===== src/common/cpu_isa_pkg.sv =====
package cpu_isa_pkg;

  typedef logic [2:0] reg_idx_t;

  localparam reg_idx_t REG_B      = 3'd0;
  localparam reg_idx_t REG_C      = 3'd1;
  localparam reg_idx_t REG_D      = 3'd2;
  localparam reg_idx_t REG_E      = 3'd3;
  localparam reg_idx_t REG_H      = 3'd4;
  localparam reg_idx_t REG_L      = 3'd5;
  localparam reg_idx_t REG_HL_MEM = 3'd6;  // operand field code for the byte at (HL).
  localparam reg_idx_t REG_A      = 3'd7;

  localparam int NUM_REG_SLOTS = 8;

  typedef logic [1:0] pair_idx_t;

  localparam pair_idx_t PAIR_BC = 2'd0;
  localparam pair_idx_t PAIR_DE = 2'd1;
  localparam pair_idx_t PAIR_HL = 2'd2;

  localparam logic [1:0] OP_GRP_MISC  = 2'b00;
  localparam logic [1:0] OP_GRP_LD    = 2'b01;
  localparam logic [2:0] OP_LO_INC_R  = 3'b100;
  localparam logic [2:0] OP_LO_DEC_R  = 3'b101;
  localparam logic [2:0] OP_LO_LD_IMM = 3'b110;
  localparam logic [3:0] OP_LO_LD_RR  = 4'h1;
  localparam logic [3:0] OP_LO_INC_RR = 4'h3;
  localparam logic [3:0] OP_LO_DEC_RR = 4'hB;
  localparam logic [7:0] OP_HALT      = 8'h76;  // sits in the LD (HL),(HL) slot.
  localparam logic [7:0] OP_LD_HL_IMM = 8'h36;

  typedef enum logic [3:0] {
    NOP,
    LD_R_R,
    LD_R_IMM,
    LD_R_HL,
    LD_HL_R,
    LD_HL_IMM,
    LD_RR_IMM,
    INC_R,
    DEC_R,
    INC_RR,
    DEC_RR
  } instr_class_t;

  typedef logic [2:0] mcycle_t;

  localparam mcycle_t MC_NOP       = 3'd1;
  localparam mcycle_t MC_LD_R_R    = 3'd1;
  localparam mcycle_t MC_INC_R     = 3'd1;
  localparam mcycle_t MC_DEC_R     = 3'd1;
  localparam mcycle_t MC_LD_R_IMM  = 3'd2;
  localparam mcycle_t MC_LD_R_HL   = 3'd2;
  localparam mcycle_t MC_LD_HL_R   = 3'd2;
  localparam mcycle_t MC_INC_RR    = 3'd2;
  localparam mcycle_t MC_DEC_RR    = 3'd2;
  localparam mcycle_t MC_LD_HL_IMM = 3'd3;
  localparam mcycle_t MC_LD_RR_IMM = 3'd3;

  typedef struct packed {
    instr_class_t cls;
    reg_idx_t     dst;
    reg_idx_t     src;
    pair_idx_t    pair;
    mcycle_t      m_cycles;
  } decoded_t;

  typedef enum logic [2:0] {
    FETCH,
    FETCH_IMM,
    FETCH_IMM16_LO,
    FETCH_IMM16_HI,
    EXECUTE
  } cpu_state_t;

  function automatic reg_idx_t pair_hi_idx(pair_idx_t p);
    return {p, 1'b0};
  endfunction

  function automatic reg_idx_t pair_lo_idx(pair_idx_t p);
    return {p, 1'b1};
  endfunction

  // index of the last machine cycle of an instruction, counted from its fetch.
  function automatic mcycle_t exec_last_mc(decoded_t d);
    mcycle_t n_imm;
    mcycle_t exec_len;
    case (d.cls)
      LD_R_IMM, LD_HL_IMM: n_imm = 3'd1;
      LD_RR_IMM:           n_imm = 3'd2;
      default:             n_imm = 3'd0;
    endcase
    if (d.m_cycles > n_imm + 3'd1) begin
      exec_len = d.m_cycles - n_imm - 3'd1;
    end else begin
      exec_len = 3'd1;
    end
    return n_imm + exec_len;
  endfunction

endpackage


===== src/common/cpu_bus_pkg.sv =====
package cpu_bus_pkg;

  localparam int ADDR_W = 16;
  localparam int DATA_W = 8;

  typedef logic [ADDR_W-1:0] addr_t;
  typedef logic [DATA_W-1:0] data_t;

  localparam addr_t RESET_PC = 16'h0100;

  localparam int T_PER_M = 4;

  typedef struct packed {
    logic  en;
    addr_t addr;
    data_t data;
  } mem_wr_t;

  typedef struct packed {
    logic                   byte_en;
    cpu_isa_pkg::reg_idx_t  byte_sel;
    data_t                  byte_data;
    logic                   pair_en;
    cpu_isa_pkg::pair_idx_t pair_sel;
    addr_t                  pair_data;
  } reg_wr_t;

endpackage


===== src/core/cpu_decoder.sv =====
`timescale 1ns/1ns

module cpu_decoder (
  input  cpu_bus_pkg::data_t    i_opcode,
  output cpu_isa_pkg::decoded_t o_dec
);
  import cpu_isa_pkg::*;

  instr_class_t cls;
  mcycle_t      m_cycles;
  reg_idx_t     dst;
  reg_idx_t     src;
  pair_idx_t    pair;

  assign dst  = i_opcode[5:3];
  assign src  = i_opcode[2:0];
  assign pair = i_opcode[5:4];

  always_comb begin
    cls = NOP;
    case (i_opcode[7:6])
      OP_GRP_LD: begin
        if (i_opcode == OP_HALT) begin
          cls = NOP;
        end else if (dst == REG_HL_MEM) begin
          cls = LD_HL_R;
        end else if (src == REG_HL_MEM) begin
          cls = LD_R_HL;
        end else begin
          cls = LD_R_R;
        end
      end
      OP_GRP_MISC: begin
        if (i_opcode == OP_LD_HL_IMM) begin
          cls = LD_HL_IMM;
        end else if (dst != REG_HL_MEM && src == OP_LO_INC_R) begin
          cls = INC_R;
        end else if (dst != REG_HL_MEM && src == OP_LO_DEC_R) begin
          cls = DEC_R;
        end else if (dst != REG_HL_MEM && src == OP_LO_LD_IMM) begin
          cls = LD_R_IMM;
        end else if (pair inside {PAIR_BC, PAIR_DE, PAIR_HL}) begin
          case (i_opcode[3:0])
            OP_LO_LD_RR:  cls = LD_RR_IMM;
            OP_LO_INC_RR: cls = INC_RR;
            OP_LO_DEC_RR: cls = DEC_RR;
            default: ;
          endcase
        end
      end
      default: ;
    endcase
  end

  always_comb begin
    case (cls)
      LD_R_R:    m_cycles = MC_LD_R_R;
      INC_R:     m_cycles = MC_INC_R;
      DEC_R:     m_cycles = MC_DEC_R;
      LD_R_IMM:  m_cycles = MC_LD_R_IMM;
      LD_R_HL:   m_cycles = MC_LD_R_HL;
      LD_HL_R:   m_cycles = MC_LD_HL_R;
      INC_RR:    m_cycles = MC_INC_RR;
      DEC_RR:    m_cycles = MC_DEC_RR;
      LD_HL_IMM: m_cycles = MC_LD_HL_IMM;
      LD_RR_IMM: m_cycles = MC_LD_RR_IMM;
      default:   m_cycles = MC_NOP;
    endcase
  end

  assign o_dec = '{cls: cls, dst: dst, src: src, pair: pair, m_cycles: m_cycles};

endmodule


===== src/core/cpu_execute.sv =====
`timescale 1ns/1ns

module cpu_execute (
  input  logic                    i_clk,
  input  logic                    i_rst,
  input  cpu_isa_pkg::cpu_state_t i_state,
  input  cpu_isa_pkg::mcycle_t    i_m_cycle,
  input  logic [1:0]              i_t_state,
  input  logic                    i_last_t,
  input  cpu_isa_pkg::decoded_t   i_instr,
  input  cpu_bus_pkg::data_t      i_imm,
  input  cpu_bus_pkg::addr_t      i_imm16,
  input  cpu_bus_pkg::addr_t      i_pc,
  input  cpu_bus_pkg::data_t      i_mem_rd_data,
  input  cpu_bus_pkg::data_t      i_rd_a,
  input  cpu_bus_pkg::data_t      i_rd_b,
  output cpu_isa_pkg::reg_idx_t   o_rd_a_sel,
  output cpu_isa_pkg::reg_idx_t   o_rd_b_sel,
  output cpu_bus_pkg::reg_wr_t    o_reg_wr,
  output cpu_bus_pkg::addr_t      o_mem_rd_addr,
  output cpu_bus_pkg::mem_wr_t    o_mem_wr
);
  import cpu_bus_pkg::*;
  import cpu_isa_pkg::*;

  logic  exec_final;
  logic  wr_strobe;
  logic  byte_wr;
  logic  pair_wr;
  logic  mem_wr;
  logic  hl_read;
  addr_t hl_addr;
  addr_t pair_val;
  data_t byte_result;
  addr_t pair_result;

  assign exec_final = (i_state == EXECUTE) && (i_m_cycle == exec_last_mc(i_instr));
  assign wr_strobe  = exec_final && (i_t_state == 2'd0);  // all writes land in T0.

  always_comb begin
    o_rd_a_sel = REG_H;
    o_rd_b_sel = REG_L;
    if (exec_final) begin
      case (i_instr.cls)
        LD_R_R, LD_HL_R: o_rd_a_sel = i_instr.src;
        INC_R, DEC_R:    o_rd_a_sel = i_instr.dst;
        INC_RR, DEC_RR: begin
          o_rd_a_sel = pair_hi_idx(i_instr.pair);
          o_rd_b_sel = pair_lo_idx(i_instr.pair);
        end
        default: ;
      endcase
    end
  end

  // the read ports watch H and L outside the final cycle, so the final
  // cycle sees the HL value from the end of the cycle before it.
  always_ff @(posedge i_clk or posedge i_rst) begin
    if (i_rst) begin
      hl_addr <= '0;
    end else if (i_last_t && !exec_final) begin
      hl_addr <= {i_rd_a, i_rd_b};
    end
  end

  assign pair_val = {i_rd_a, i_rd_b};

  always_comb begin
    case (i_instr.cls)
      LD_R_IMM: byte_result = i_imm;
      LD_R_HL:  byte_result = i_mem_rd_data;
      INC_R:    byte_result = i_rd_a + 8'd1;  // wraps modulo 256.
      DEC_R:    byte_result = i_rd_a - 8'd1;
      default:  byte_result = i_rd_a;
    endcase
  end

  always_comb begin
    case (i_instr.cls)
      INC_RR:  pair_result = pair_val + 16'd1;
      DEC_RR:  pair_result = pair_val - 16'd1;
      default: pair_result = i_imm16;
    endcase
  end

  assign byte_wr = i_instr.cls inside {LD_R_R, LD_R_IMM, LD_R_HL, INC_R, DEC_R};
  assign pair_wr = i_instr.cls inside {LD_RR_IMM, INC_RR, DEC_RR};
  assign mem_wr  = i_instr.cls inside {LD_HL_R, LD_HL_IMM};
  assign hl_read = exec_final && (i_instr.cls == LD_R_HL);

  assign o_reg_wr = '{
    byte_en:   wr_strobe && byte_wr,
    byte_sel:  i_instr.dst,
    byte_data: byte_result,
    pair_en:   wr_strobe && pair_wr,
    pair_sel:  i_instr.pair,
    pair_data: pair_result
  };

  assign o_mem_wr = '{
    en:   wr_strobe && mem_wr,
    addr: hl_addr,
    data: (i_instr.cls == LD_HL_IMM) ? i_imm : i_rd_a
  };

  assign o_mem_rd_addr = hl_read ? hl_addr : i_pc;

endmodule


===== src/core/cpu_sequencer.sv =====
`timescale 1ns/1ns

module cpu_sequencer (
  input  logic                    i_clk,
  input  logic                    i_rst,
  input  cpu_bus_pkg::data_t      i_mem_rd_data,
  input  cpu_isa_pkg::decoded_t   i_dec,
  output cpu_bus_pkg::data_t      o_opcode,
  output cpu_isa_pkg::cpu_state_t o_state,
  output cpu_isa_pkg::mcycle_t    o_m_cycle,
  output logic [1:0]              o_t_state,
  output logic                    o_last_t,
  output cpu_isa_pkg::decoded_t   o_instr,
  output cpu_bus_pkg::data_t      o_imm,
  output cpu_bus_pkg::addr_t      o_imm16,
  output cpu_bus_pkg::addr_t      o_pc
);
  import cpu_bus_pkg::*;
  import cpu_isa_pkg::*;

  cpu_state_t state;
  cpu_state_t fetch_next;
  mcycle_t    m_cycle;
  logic [1:0] t_state;
  logic       last_t;
  decoded_t   instr;
  addr_t      pc;
  data_t      imm;
  addr_t      imm16;

  assign last_t   = (t_state == 2'(T_PER_M - 1));
  assign o_opcode = i_mem_rd_data;  // decoded every clock, latched only at the end of FETCH.

  always_comb begin
    case (i_dec.cls)
      LD_R_IMM, LD_HL_IMM: fetch_next = FETCH_IMM;
      LD_RR_IMM:           fetch_next = FETCH_IMM16_LO;
      default:             fetch_next = EXECUTE;
    endcase
  end

  always_ff @(posedge i_clk or posedge i_rst) begin
    if (i_rst) begin
      state   <= FETCH;
      t_state <= 2'd0;
      m_cycle <= 3'd0;
      pc      <= RESET_PC;
      instr   <= '0;
    end else begin
      t_state <= last_t ? 2'd0 : t_state + 2'd1;
      if (last_t) begin
        m_cycle <= m_cycle + 3'd1;
        if (state != EXECUTE) begin
          pc <= pc + 16'd1;  // every fetch state consumes one byte.
        end
        case (state)
          FETCH: begin
            instr <= i_dec;
            state <= fetch_next;
          end
          FETCH_IMM:      state <= EXECUTE;
          FETCH_IMM16_LO: state <= FETCH_IMM16_HI;
          FETCH_IMM16_HI: state <= EXECUTE;
          EXECUTE: begin
            if (m_cycle == exec_last_mc(instr)) begin
              state   <= FETCH;
              m_cycle <= 3'd0;
            end
          end
          default: state <= FETCH;
        endcase
      end
    end
  end

  always_ff @(posedge i_clk) begin
    if (last_t) begin
      case (state)
        FETCH_IMM:      imm         <= i_mem_rd_data;
        FETCH_IMM16_LO: imm16[7:0]  <= i_mem_rd_data;  // little endian, low byte first.
        FETCH_IMM16_HI: imm16[15:8] <= i_mem_rd_data;
        default: ;
      endcase
    end
  end

  assign o_state   = state;
  assign o_m_cycle = m_cycle;
  assign o_t_state = t_state;
  assign o_last_t  = last_t;
  assign o_instr   = instr;
  assign o_imm     = imm;
  assign o_imm16   = imm16;
  assign o_pc      = pc;

endmodule


===== src/core/cpu_top.sv =====
`timescale 1ns/1ns

module cpu_top (
  input  logic                 i_clk,
  input  logic                 i_rst,
  input  cpu_bus_pkg::data_t   i_mem_rd_data,
  output cpu_bus_pkg::addr_t   o_mem_rd_addr,
  output cpu_bus_pkg::mem_wr_t o_mem_wr
);
  import cpu_bus_pkg::*;
  import cpu_isa_pkg::*;

  data_t      opcode;
  decoded_t   dec;
  cpu_state_t state;
  mcycle_t    m_cycle;
  logic [1:0] t_state;
  logic       last_t;
  decoded_t   instr;
  data_t      imm;
  addr_t      imm16;
  addr_t      pc;
  reg_idx_t   rd_a_sel;
  reg_idx_t   rd_b_sel;
  data_t      rd_a;
  data_t      rd_b;
  reg_wr_t    reg_wr;

  cpu_sequencer u_sequencer (
    .i_clk         (i_clk),
    .i_rst         (i_rst),
    .i_mem_rd_data (i_mem_rd_data),
    .i_dec         (dec),
    .o_opcode      (opcode),
    .o_state       (state),
    .o_m_cycle     (m_cycle),
    .o_t_state     (t_state),
    .o_last_t      (last_t),
    .o_instr       (instr),
    .o_imm         (imm),
    .o_imm16       (imm16),
    .o_pc          (pc)
  );

  cpu_decoder u_decoder (
    .i_opcode (opcode),
    .o_dec    (dec)
  );

  cpu_execute u_execute (
    .i_clk         (i_clk),
    .i_rst         (i_rst),
    .i_state       (state),
    .i_m_cycle     (m_cycle),
    .i_t_state     (t_state),
    .i_last_t      (last_t),
    .i_instr       (instr),
    .i_imm         (imm),
    .i_imm16       (imm16),
    .i_pc          (pc),
    .i_mem_rd_data (i_mem_rd_data),
    .i_rd_a        (rd_a),
    .i_rd_b        (rd_b),
    .o_rd_a_sel    (rd_a_sel),
    .o_rd_b_sel    (rd_b_sel),
    .o_reg_wr      (reg_wr),
    .o_mem_rd_addr (o_mem_rd_addr),
    .o_mem_wr      (o_mem_wr)
  );

  reg_file u_reg_file (
    .i_clk      (i_clk),
    .i_rst      (i_rst),
    .i_rd_a_sel (rd_a_sel),
    .i_rd_b_sel (rd_b_sel),
    .i_wr       (reg_wr),
    .o_rd_a     (rd_a),
    .o_rd_b     (rd_b)
  );

endmodule


===== src/verilog/reg_file.sv =====
`timescale 1ns/1ns

module reg_file (
  input  logic                  i_clk,
  input  logic                  i_rst,
  input  cpu_isa_pkg::reg_idx_t i_rd_a_sel,
  input  cpu_isa_pkg::reg_idx_t i_rd_b_sel,
  input  cpu_bus_pkg::reg_wr_t  i_wr,
  output cpu_bus_pkg::data_t    o_rd_a,
  output cpu_bus_pkg::data_t    o_rd_b
);
  import cpu_bus_pkg::*;
  import cpu_isa_pkg::*;

  // slot 6 is the (HL) operand code and is never written, so it stays zero.
  data_t    regs [NUM_REG_SLOTS];
  reg_idx_t wr_hi;
  reg_idx_t wr_lo;

  assign wr_hi = pair_hi_idx(i_wr.pair_sel);
  assign wr_lo = pair_lo_idx(i_wr.pair_sel);

  always_ff @(posedge i_clk or posedge i_rst) begin
    if (i_rst) begin
      for (int i = 0; i < NUM_REG_SLOTS; i++) begin
        regs[i] <= '0;
      end
    end else begin
      if (i_wr.pair_en) begin
        regs[wr_hi] <= i_wr.pair_data[15:8];
        regs[wr_lo] <= i_wr.pair_data[7:0];
      end
      if (i_wr.byte_en) begin
        regs[i_wr.byte_sel] <= i_wr.byte_data;
      end
    end
  end

  assign o_rd_a = regs[i_rd_a_sel];
  assign o_rd_b = regs[i_rd_b_sel];

endmodule

===== config.mk =====
export PLATFORM = sky130hd
export DESIGN_NAME = cpu_top
export DESIGN_NICKNAME = d
export VERILOG_FILES = /design/src/common/cpu_isa_pkg.sv /design/src/common/cpu_bus_pkg.sv /design/src/core/cpu_decoder.sv /design/src/core/cpu_execute.sv /design/src/core/cpu_sequencer.sv /design/src/core/cpu_top.sv /design/src/verilog/reg_file.sv
export SDC_FILE = /design/constraint.sdc
export NUM_CORES = 1
export LEC_CHECK = 0
export ABC_AREA = 0
export ABC_CLOCK_PERIOD_IN_PS = 7900
export BUFFER_PORTS_ARGS = -buffer_cell sky130_fd_sc_hd__buf_2
export CAP_MARGIN = 20
export CORE_ASPECT_RATIO = 0.8
export CORE_UTILIZATION = 57
export DETAILED_ROUTE_END_ITERATION = 10
export PLACE_DENSITY = 0.73
export SLEW_MARGIN = 25
export SYNTH_ARGS = -nofsm -noshare
export SYNTH_HDL_FRONTEND = slang
export SYNTH_SLANG_ARGS = --single-unit

===== constraint.sdc =====
create_clock -name i_clk -period 7.9 [get_ports i_clk]
set_input_delay 0.395 -clock i_clk [delete_from_list [all_inputs] [get_ports i_clk]]
set_output_delay 0.395 -clock i_clk [all_outputs]
set_load 0.02 [all_outputs]

==> flow_summary.toml, run 1 <==
[layout]
n_antenna_cell = 0
drive_gt1_share_pct = 17.7
layout_common_cells = "nand2_1 (136), dfrtp_1 (113), o21ai_0 (75), nor2_1 (59), buf_2 (50)"
design_area_um2 = 10300
syn2layout_area_growth_pct = 12.3
layout.nets = 1073
fillers = 1312
mostFrequentLayoutCell = "nand2_1"

[sta]
fin_crit_ns = 7.32
maxSlewViolCount = 0
setup_violations = 0
fin_setup_tns_ns = 0
final_hold_viol_count = 0
clock.fmax_mhz = 137
slew_headroom_pct = 29.2
timing.final.crit_share_pct = 92.6
rsz0062_at_grt = "no"
tightest_slew_ns = 1.06
whs_ns = 0.0232
finalClockSkew_ns = 0.00854
layout_setup_ws_ns = 0.584

[floorplanning]
coreArea_um2 = 15700
initial_utilization_pct = 58.1
die_y_um = 115
dieArea_um2 = 16600
row_count = 41
io_pins = 51
fp.dieW_um = 144

[logic_synthesis]
syn_area_per_cell_um2 = 9.32
ys_seq_area_share_pct = 39.6
syn_nets = 1029
async_reset_ff_share_pct = 82.9
ys_warn_count = 0
netlist_instances = 982
syn-cell-area_um2 = 9150
synth_cell_types = 75
ys.flop_type = "dfrtp_1"
ys_ff_latch = 140
synth_edf_count = 24

[setup_path]
cp_top_family = "compound AO/OA/AOI/OAI gates"
critPathRequiredTime_ns = 8.24
rrSetupSlack_ns = 0.58
crit_path_end_kind = "flip-flop"
r2r-end = "u_reg_file.regs[46]$_DFF_PP0_"
critPathKind = "flip-flop to flip-flop"
cp_data_arrival_time_ns = 7.66
cp_common_cell = "ha_1"
cp_max_fo = 15
start_kind = "flip-flop"
cpPeakStageDelay_ns = 0.56
r2r_cells = 30
path_buf_inv = 2
r2r-start = "u_sequencer.o_instr[13]$_DFFE_PP0P_"
crit_path_top_delay_cell = "mux4_2"

[grt]
track_usage_pct = 34.4
grt-ovfl-total = 0
grt_pass1_vias = 7470
antenna_found_initial = 0
grt_max_degree = 75
grt_first_pass_wirelength_um = 42300

[clocking]
cts.sinks = 140
worstSkewPairLatency_ns = 0.44
cts_tree = "built"
clk_pin_slew_ns = 0.07
cts_buffers = 17
htreeDepth = 4
cts_buffer_depth = 2
ctsHoldBuffers = 0
clockRootBuffer = "clkbuf_16"

[power]
power_density_nw_per_um2 = 366
ir_worst_vdd_mv = 0.210
power_mw = 3.77
leakage_nw = 4.25

[route]
vias = 8080
wl_um = 26900
firstDrtPassIters = 6
postRouteAntennaNets = 0
drt-vias-per-instance = 6.44
wire_per_inst_um = 21.5
drc = 0
dr.first_iter.drc_count = 831

[placement]
hpwl_um = 19200
routabilityCongestion = 1.02
post-place-ws_ns = 0.420
place_area_um2 = 9680
numPortBuffers = 50

[worst_hold_path]
hold_class = "primary input to asynchronous set/reset pin"

[flow_run]
cap_viol_max_count = 0

[status]
status = "finished, final reports clean"
how the worst max path moves through the flow:
stage | from | to | slack (ns) | depth (start not counted)
floorplan | u_sequencer.o_instr[11]$_DFFE_PP0P_ | u_reg_file.regs[62]$_DFF_PP0_ | 0.93 | 32
CTS | u_sequencer.o_instr[13]$_DFFE_PP0P_ | u_reg_file.regs[44]$_DFF_PP0_ | 0.33 | 29
global route | u_sequencer.o_instr[13]$_DFFE_PP0P_ | u_reg_file.regs[62]$_DFF_PP0_ | 0.03 | 30
global placement | u_sequencer.o_instr[13]$_DFFE_PP0P_ | u_reg_file.regs[44]$_DFF_PP0_ | 0.68 | 29
detailed placement | u_sequencer.o_instr[13]$_DFFE_PP0P_ | u_reg_file.regs[44]$_DFF_PP0_ | 0.42 | 29
finish | u_sequencer.o_instr[13]$_DFFE_PP0P_ | u_reg_file.regs[46]$_DFF_PP0_ | 0.58 | 30
power breakdown:
part | leakage [nW] | switching, mW | internal [mW]
combinational | 2.47 | 1.13 | 0.694
sequential | 1.50 | 0.215 | 0.935
clock | 0.275 | 0.351 | 0.443
area by class of cell:
cell class              count  area, µm²  share of cell area, %
multi-input cells         757       5220                   50.8
flip-flops and latches    140       3630                   35.3
inverters                  33        126                   1.23
clock inverters            15        149                   1.45
clock buffers              17        425                   4.14
repair buffers             77        457                   4.44
well taps                 215        269                   2.62
layer usage:
metal	GRT usage, %	up-vias	routed length [µm]
met5	0	-	0
met2	48.4	426	11200
met3	10.3	55	2980
met4	12.6	0	644
met1	49.8	3886	12100
li1	-	3713	-
state kept, by name, summed over array words and instances (netlist names):
signal                 cells
u_execute.hl_addr         16
u_sequencer.o_t_state      2
u_reg_file.regs           64
u_sequencer.o_state        3
u_sequencer.o_imm16       16
u_sequencer.o_imm          8
u_sequencer.o_pc          16
u_sequencer.o_instr       12
u_sequencer.o_m_cycle      3
cell families (layout without fill, tap and decap cells):
| logic type | Yosys count | in the layout | share of synthesized area [%] |
|---|---|---|---|
| multiplexers | 97 | 97 | 12.1 |
| adder cells (fa/ha/maj) | 37 | 37 | 5.39 |
| XOR/XNOR | 29 | 29 | 2.78 |
| buffers and inverters | 85 | 142 | 3.72 |
| flip-flops | 140 | 140 | 39.6 |
| AND/OR/NAND/NOR | 307 | 307 | 15.9 |
| AO/OA/AOI/OAI | 287 | 287 | 20.4 |
synth_stat cells, drive strengths merged (3+ instances only):
cell type | n | share of area [%]
a21oi | 42 | 2.5
fa | 4 | 0.88
nor4 | 3 | 0.27
dfrtp | 115 | 31
or2 | 3 | 0.21
and2 | 6 | 0.41
a21o | 15 | 1.2
o22ai | 16 | 1.1
nand2 | 137 | 5.7
nor2 | 59 | 2.4
mux2 | 42 | 5.2
and3 | 7 | 0.48
inv | 33 | 1.4
nand2b | 12 | 0.82
a22o | 3 | 0.29
mux4 | 7 | 1.7
a222oi | 6 | 0.66
nor3b | 3 | 0.25
clkbuf | 39 | 1.6
o31ai | 6 | 0.49
xor2 | 8 | 0.77
mux2i | 48 | 5.3
nor2b | 13 | 0.89
edfxtp | 24 | 7.9
o41ai | 3 | 0.29
o221ai | 4 | 0.38
xnor2 | 21 | 2.0
o21a | 7 | 0.57
buf | 13 | 0.77
or3 | 8 | 0.60
nand4 | 12 | 0.98
o21ai | 97 | 5.3
a211oi | 7 | 0.63
nor3 | 14 | 0.89
ha | 33 | 4.5
a31oi | 16 | 1.1
nand3 | 23 | 1.3
o211ai | 42 | 3.5
metrics by stage:
step	utilization (%)	std cells
finish	65.3	1254
global route	65.3	1254
floorplan	-	982
global placement	61.5	1221
CTS	65.1	1253
detailed placement	61.5	1221
repair_timing:
| item | CTS | global route |
|---|---|---|
| gates resized for setup | 0 | 6 |
| setup buffers | 0 | 0 |
| setup endpoints to repair | 0 | 17 |
No activity file was read; power rests on OpenSTA's default activity.
==> run 2, diff against run 1 <==
--- a/config.mk
+++ b/config.mk
@@ -6,7 +6,7 @@
 export NUM_CORES = 1
 export LEC_CHECK = 0
 export ABC_AREA = 0
-export ABC_CLOCK_PERIOD_IN_PS = 7900
+export ABC_CLOCK_PERIOD_IN_PS = 9300
 export BUFFER_PORTS_ARGS = -buffer_cell sky130_fd_sc_hd__buf_2
 export CAP_MARGIN = 20
 export CORE_ASPECT_RATIO = 0.8
==> constraint.sdc (replaced) <==
create_clock -name i_clk -period 9.3 [get_ports i_clk]
set_input_delay 0.465 -clock i_clk [delete_from_list [all_inputs] [get_ports i_clk]]
set_output_delay 0.465 -clock i_clk [all_outputs]
set_load 0.02 [all_outputs]
==> flow_summary.toml, run 2 (synthesized netlist as in run 1, its figures left out) <==
[layout]
layout_common_cells = "nand2_1 (136), dfrtp_1 (115), o21ai_0 (76), nor2_1 (59), buf_2 (50)"
drive_gt1_share_pct = 16.3
syn2layout_area_growth_pct = 11.5
largest_reg_flops = 64
multi_input_comb_area_um2 = 5210
mostFrequentLayoutCell = "nand2_1"
layout.nets = 1063
seqCellArea_um2 = 3620
n_antenna_cell = 0
fillers = 1325
top_register = "u_reg_file.regs"

[clocking]
cts_buffers = 17
clockRootBuffer = "clkbuf_16"
clk_pin_slew_ns = 0.06
worstSkewPairLatency_ns = 0.44
htreeDepth = 4
cts-resized-gates = 0
cts_buffer_depth = 2
cts_setup_buffers = 0
cts.sinks = 140
cts_tree = "built"
ctsHoldBuffers = 0

[route]
wl_um = 26400
drt-vias-per-instance = 6.42
postRouteAntennaNets = 0
wl_met2_um = 11100
wire_per_inst_um = 21.2
firstDrtPassIters = 6
drc = 0
highest_layer = "met4"
dr.first_iter.drc_count = 1041
vias = 7984
wl_met3_um = 2930
met1Wirelength_um = 11800

[floorplanning]
fp.dieW_um = 144
initial_utilization_pct = 58.1
dieArea_um2 = 16600
coreArea_um2 = 15700
io_pins = 51
die_y_um = 115
row_count = 41

[flow_run]
cap_viol_max_count = 0

[sta]
rsz0062_at_grt = "no"
setup_violations = 0
finalClockSkew_ns = 0.0129
fin_setup_tns_ns = 0
slew_headroom_pct = 28.2
whs_ns = 0.0881
maxSlewViolCount = 0
clock.fmax_mhz = 116
tightest_slew_ns = 1.07
fin_crit_ns = 8.59
timing.final.crit_share_pct = 92.4
final_hold_viol_count = 0

[setup_path]
rrSetupSlack_ns = 0.71
cp_data_arrival_time_ns = 8.93
r2r_cells = 29
r2r-start = "u_sequencer.o_instr[13]$_DFFE_PP0P_"
cp_max_fo = 20
start_kind = "flip-flop"
cp_top_family = "compound AO/OA/AOI/OAI gates"
r2r-end = "u_reg_file.regs[12]$_DFF_PP0_"
critPathRequiredTime_ns = 9.63
path_buf_inv = 2
cpPeakStageDelay_ns = 0.73
crit_start = "u_sequencer.o_instr[13]$_DFFE_PP0P_"
crit_path_end_kind = "flip-flop"
crit_path_top_delay_cell = "dfrtp_1"
critPathKind = "flip-flop to flip-flop"

[grt]
track_usage_pct = 33.5
grt-ovfl-total = 0
grt_max_degree = 75
grt_pass1_vias = 7133
grt_first_pass_wirelength_um = 40700
antenna_found_initial = 0

[power]
leakage_nw = 4.21
p_seq_share_pct = 31.1
intPower_mw = 1.75
p_sw_share_pct = 44.3
ir_worst_vdd_mv = 0.226
clkPwrFrac_pct = 21.5
power_density_nw_per_um2 = 308
p_comb_share_pct = 47.4
switchingPower_mw = 1.39

[worst_hold_path]
hold_class = "primary input to asynchronous set/reset pin"

[placement]
routabilityCongestion = 0.973
numPortBuffers = 50
hpwl_um = 18800

[status]
status = "finished, final reports clean"
[run 2: cell count changes in the layout (fill, tap and decap cells not counted), sizes merged]
| cell | before | now |
|---|---|---|
| buf | 77 | 67 |
| clkbuf | 17 | 21 |
| clkinv | 1 | 3 |
| inv | 43 | 37 |
[run 2: routing by layer]
layer | track usage [%] | vias up
met1 | 48.5 | 3813
met5 | 0 | -
met2 | 47.6 | 431
li1 | - | 3692
met3 | 10.4 | 48
met4 | 10.9 | 0
[run 2: power groups by stage]
stage	logic [mW]	registers [mW]	clock network (mW)
2_1_floorplan	1.07	0.922	0
3_3_place_gp	1.42	0.978	0
3_5_place_dp	1.44	0.976	0
4_1_cts	1.45	0.970	0.679
5_1_grt	1.61	0.997	0.706
6_report	1.49	0.978	0.676
[run 2: through the flow]
stage	power, mW	std cells	setup WS (ns)	area (µm²)	util [%]
final	3.14	1244	0.707	10200	64.8
after global routing	3.31	1244	0.199	10200	64.8
after CTS	3.10	1243	0.934	10200	64.7
after detailed placement	2.42	1211	1.04	9600	61.0
after global placement	2.40	1211	1.29	9600	61.0
after floorplan	1.99	982	2.33	9150	-
[run 2: area by class of cell]
| cell class | count | area share [%] |
|---|---|---|
| timing repair buffer | 67 | 3.74 |
| clock inverter | 11 | 1.02 |
| tap | 215 | 2.64 |
| sequential | 140 | 35.5 |
| clock buffer | 21 | 4.72 |
| multi-input combinational | 757 | 51.1 |
| inverter | 33 | 1.24 |
[run 2: how the worst max path moves through the flow]
stage / end / slack [ns] / depth (start not counted)
after floorplan: u_reg_file.regs[62]$_DFF_PP0_ / 2.33 / 32
after global placement: u_reg_file.regs[44]$_DFF_PP0_ / 1.29 / 29
after detailed placement: u_reg_file.regs[12]$_DFF_PP0_ / 1.04 / 29
after CTS: u_reg_file.regs[12]$_DFF_PP0_ / 0.93 / 29
after global routing: u_reg_file.regs[12]$_DFF_PP0_ / 0.20 / 29
final: u_reg_file.regs[12]$_DFF_PP0_ / 0.71 / 29
==> run 3, diff against run 2 <==
--- a/config.mk
+++ b/config.mk
@@ -6,13 +6,14 @@
 export NUM_CORES = 1
 export LEC_CHECK = 0
 export ABC_AREA = 0
-export ABC_CLOCK_PERIOD_IN_PS = 9300
+export ABC_CLOCK_PERIOD_IN_PS = 10800
 export BUFFER_PORTS_ARGS = -buffer_cell sky130_fd_sc_hd__buf_2
 export CAP_MARGIN = 20
 export CORE_ASPECT_RATIO = 0.8
 export CORE_UTILIZATION = 57
 export DETAILED_ROUTE_END_ITERATION = 10
 export PLACE_DENSITY = 0.73
+export SETUP_SLACK_MARGIN = 0.15
 export SLEW_MARGIN = 25
 export SYNTH_ARGS = -nofsm -noshare
 export SYNTH_HDL_FRONTEND = slang
==> constraint.sdc (replaced) <==
create_clock -name i_clk -period 10.8 [get_ports i_clk]
set_input_delay 0.54 -clock i_clk [delete_from_list [all_inputs] [get_ports i_clk]]
set_output_delay 0.54 -clock i_clk [all_outputs]
set_load 0.02 [all_outputs]
==> flow_summary.toml, run 3 (synthesized netlist as in run 1, its figures left out) <==
[sta]
clock.fmax_mhz = 115
slew_headroom_pct = 34.4
final_hold_viol_count = 0
fin_setup_tns_ns = 0
finalClockSkew_ns = 0.00859
rsz0062_at_grt = "no"
tightest_slew_ns = 0.984
fin_crit_ns = 8.69
setup_violations = 0
timing.final.crit_share_pct = 80.5
whs_ns = 0.177
maxSlewViolCount = 0

[clocking]
ctsHoldBuffers = 0
clockRootBuffer = "clkbuf_16"
cts_buffer_depth = 2
clk_pin_slew_ns = 0.06
htreeDepth = 4
cts_setup_buffers = 0
cts.sinks = 140
cts_buffers = 17
worstSkewPairLatency_ns = 0.43
cts-resized-gates = 0
cts_tree = "built"

[floorplanning]
coreArea_um2 = 15700
io_pins = 51
die_y_um = 115
fp.dieW_um = 144
dieArea_um2 = 16600
row_count = 41
initial_utilization_pct = 58.1

[layout]
layout_common_cells = "nand2_1 (136), dfrtp_1 (115), o21ai_0 (76), nor2_1 (59), buf_2 (50)"
layout.cells.non_filler = 1240
layout.nets = 1059
syn2layout_area_growth_pct = 11.6
design_area_um2 = 10200
top_register = "u_reg_file.regs"
largest_reg_flops = 64
mostFrequentLayoutCell = "nand2_1"
n_antenna_cell = 0
drive_gt1_share_pct = 16.2

[placement]
routabilityCongestion = 0.941
placedCellCount = 1207
hpwl_um = 19000
numPortBuffers = 50
place_area_um2 = 9570

[grt]
grt_pass1_vias = 7467
track_usage_pct = 34.6
grt-ovfl-total = 0
antenna_found_initial = 0
grt_max_degree = 73
grt_first_pass_wirelength_um = 42400

[setup_path]
crit_path_top_delay_cell = "dfrtp_1"
start_kind = "flip-flop"
rrSetupSlack_ns = 2.11
r2r_cells = 29
cpPeakStageDelay_ns = 0.85
crit_path_end_kind = "flip-flop"
critPathKind = "flip-flop to flip-flop"
critPathRequiredTime_ns = 11.13
cp_max_fo = 26
r2r-end = "u_reg_file.regs[44]$_DFF_PP0_"
cp_data_arrival_time_ns = 9.02
r2r-start = "u_sequencer.o_instr[11]$_DFFE_PP0P_"

[route]
drt-vias-per-instance = 6.55
wl_um = 26800
firstDrtPassIters = 6
postRouteAntennaNets = 0
vias = 8127
drc = 0
dr.first_iter.drc_count = 908
wire_per_inst_um = 21.6

[power]
power_mw = 2.75
ir_worst_vdd_mv = 0.194
leakage_nw = 4.21
power_density_nw_per_um2 = 269

[worst_hold_path]
hold_class = "primary input to asynchronous set/reset pin"

[status]
status = "finished, final reports clean"

[flow_run]
cap_viol_max_count = 0
==> run 3: where the power goes <==
group / switching [mW] / internal [mW]
sequential: 0.176 / 0.683
combinational: 0.791 / 0.474
clock: 0.246 / 0.382
==> run 3: worst max-delay path by stage <==
stage,cells past startpoint,from,endpoint
3_3_place_gp,29,u_sequencer.o_instr[11]$_DFFE_PP0P_,u_reg_file.regs[12]$_DFF_PP0_
4_1_cts,29,u_sequencer.o_instr[11]$_DFFE_PP0P_,u_reg_file.regs[44]$_DFF_PP0_
2_1_floorplan,32,u_sequencer.o_instr[11]$_DFFE_PP0P_,u_reg_file.regs[62]$_DFF_PP0_
3_5_place_dp,29,u_sequencer.o_instr[11]$_DFFE_PP0P_,u_reg_file.regs[12]$_DFF_PP0_
6_report,29,u_sequencer.o_instr[11]$_DFFE_PP0P_,u_reg_file.regs[44]$_DFF_PP0_
5_1_grt,29,u_sequencer.o_instr[11]$_DFFE_PP0P_,u_reg_file.regs[44]$_DFF_PP0_
==> run 3: cell type report <==
| class | count | area, µm² |
|---|---|---|
| repair buffers | 63 | 352 |
| multi-input cells | 757 | 5210 |
| clock inverters | 14 | 179 |
| well taps | 215 | 269 |
| flip-flops and latches | 140 | 3620 |
| inverters | 33 | 126 |
| clock buffers | 18 | 450 |
| fillers | 1277 | 5530 |
==> run 3: metrics by stage <==
step | worst slack, ns | utilization (%)
floorplan | 3.83 | -
global placement | 2.72 | 60.8
detailed placement | 2.39 | 60.8
CTS | 2.31 | 64.8
global route | 1.69 | 64.9
finish | 2.11 | 64.9
==> run 3: per-layer routing <==
layer / wire length (µm) / track usage, % / up-vias / part of all wire (%)
met3: 3250 / 11.5 / 58 / 12
met5: 0 / 0 / - / 0
met2: 11100 / 48.6 / 491 / 42
met4: 741 / 13.0 / 0 / 2.8
li1: - / - / 3675 / -
met1: 11700 / 49.2 / 3903 / 44
==> run 3: worst max-delay path, delay by kind of cell, from the launching register on <==
family                     cells  cell delay, ns
AOI/OAI and AO/OA             13            3.21
and+or+nand+nor                6            1.97
adders and majority gates      4            1.20
muxes                          3            1.02
DFF                            1            0.85
buffers and inverters          2            0.16
xor gates and xnor gates       1            0.16
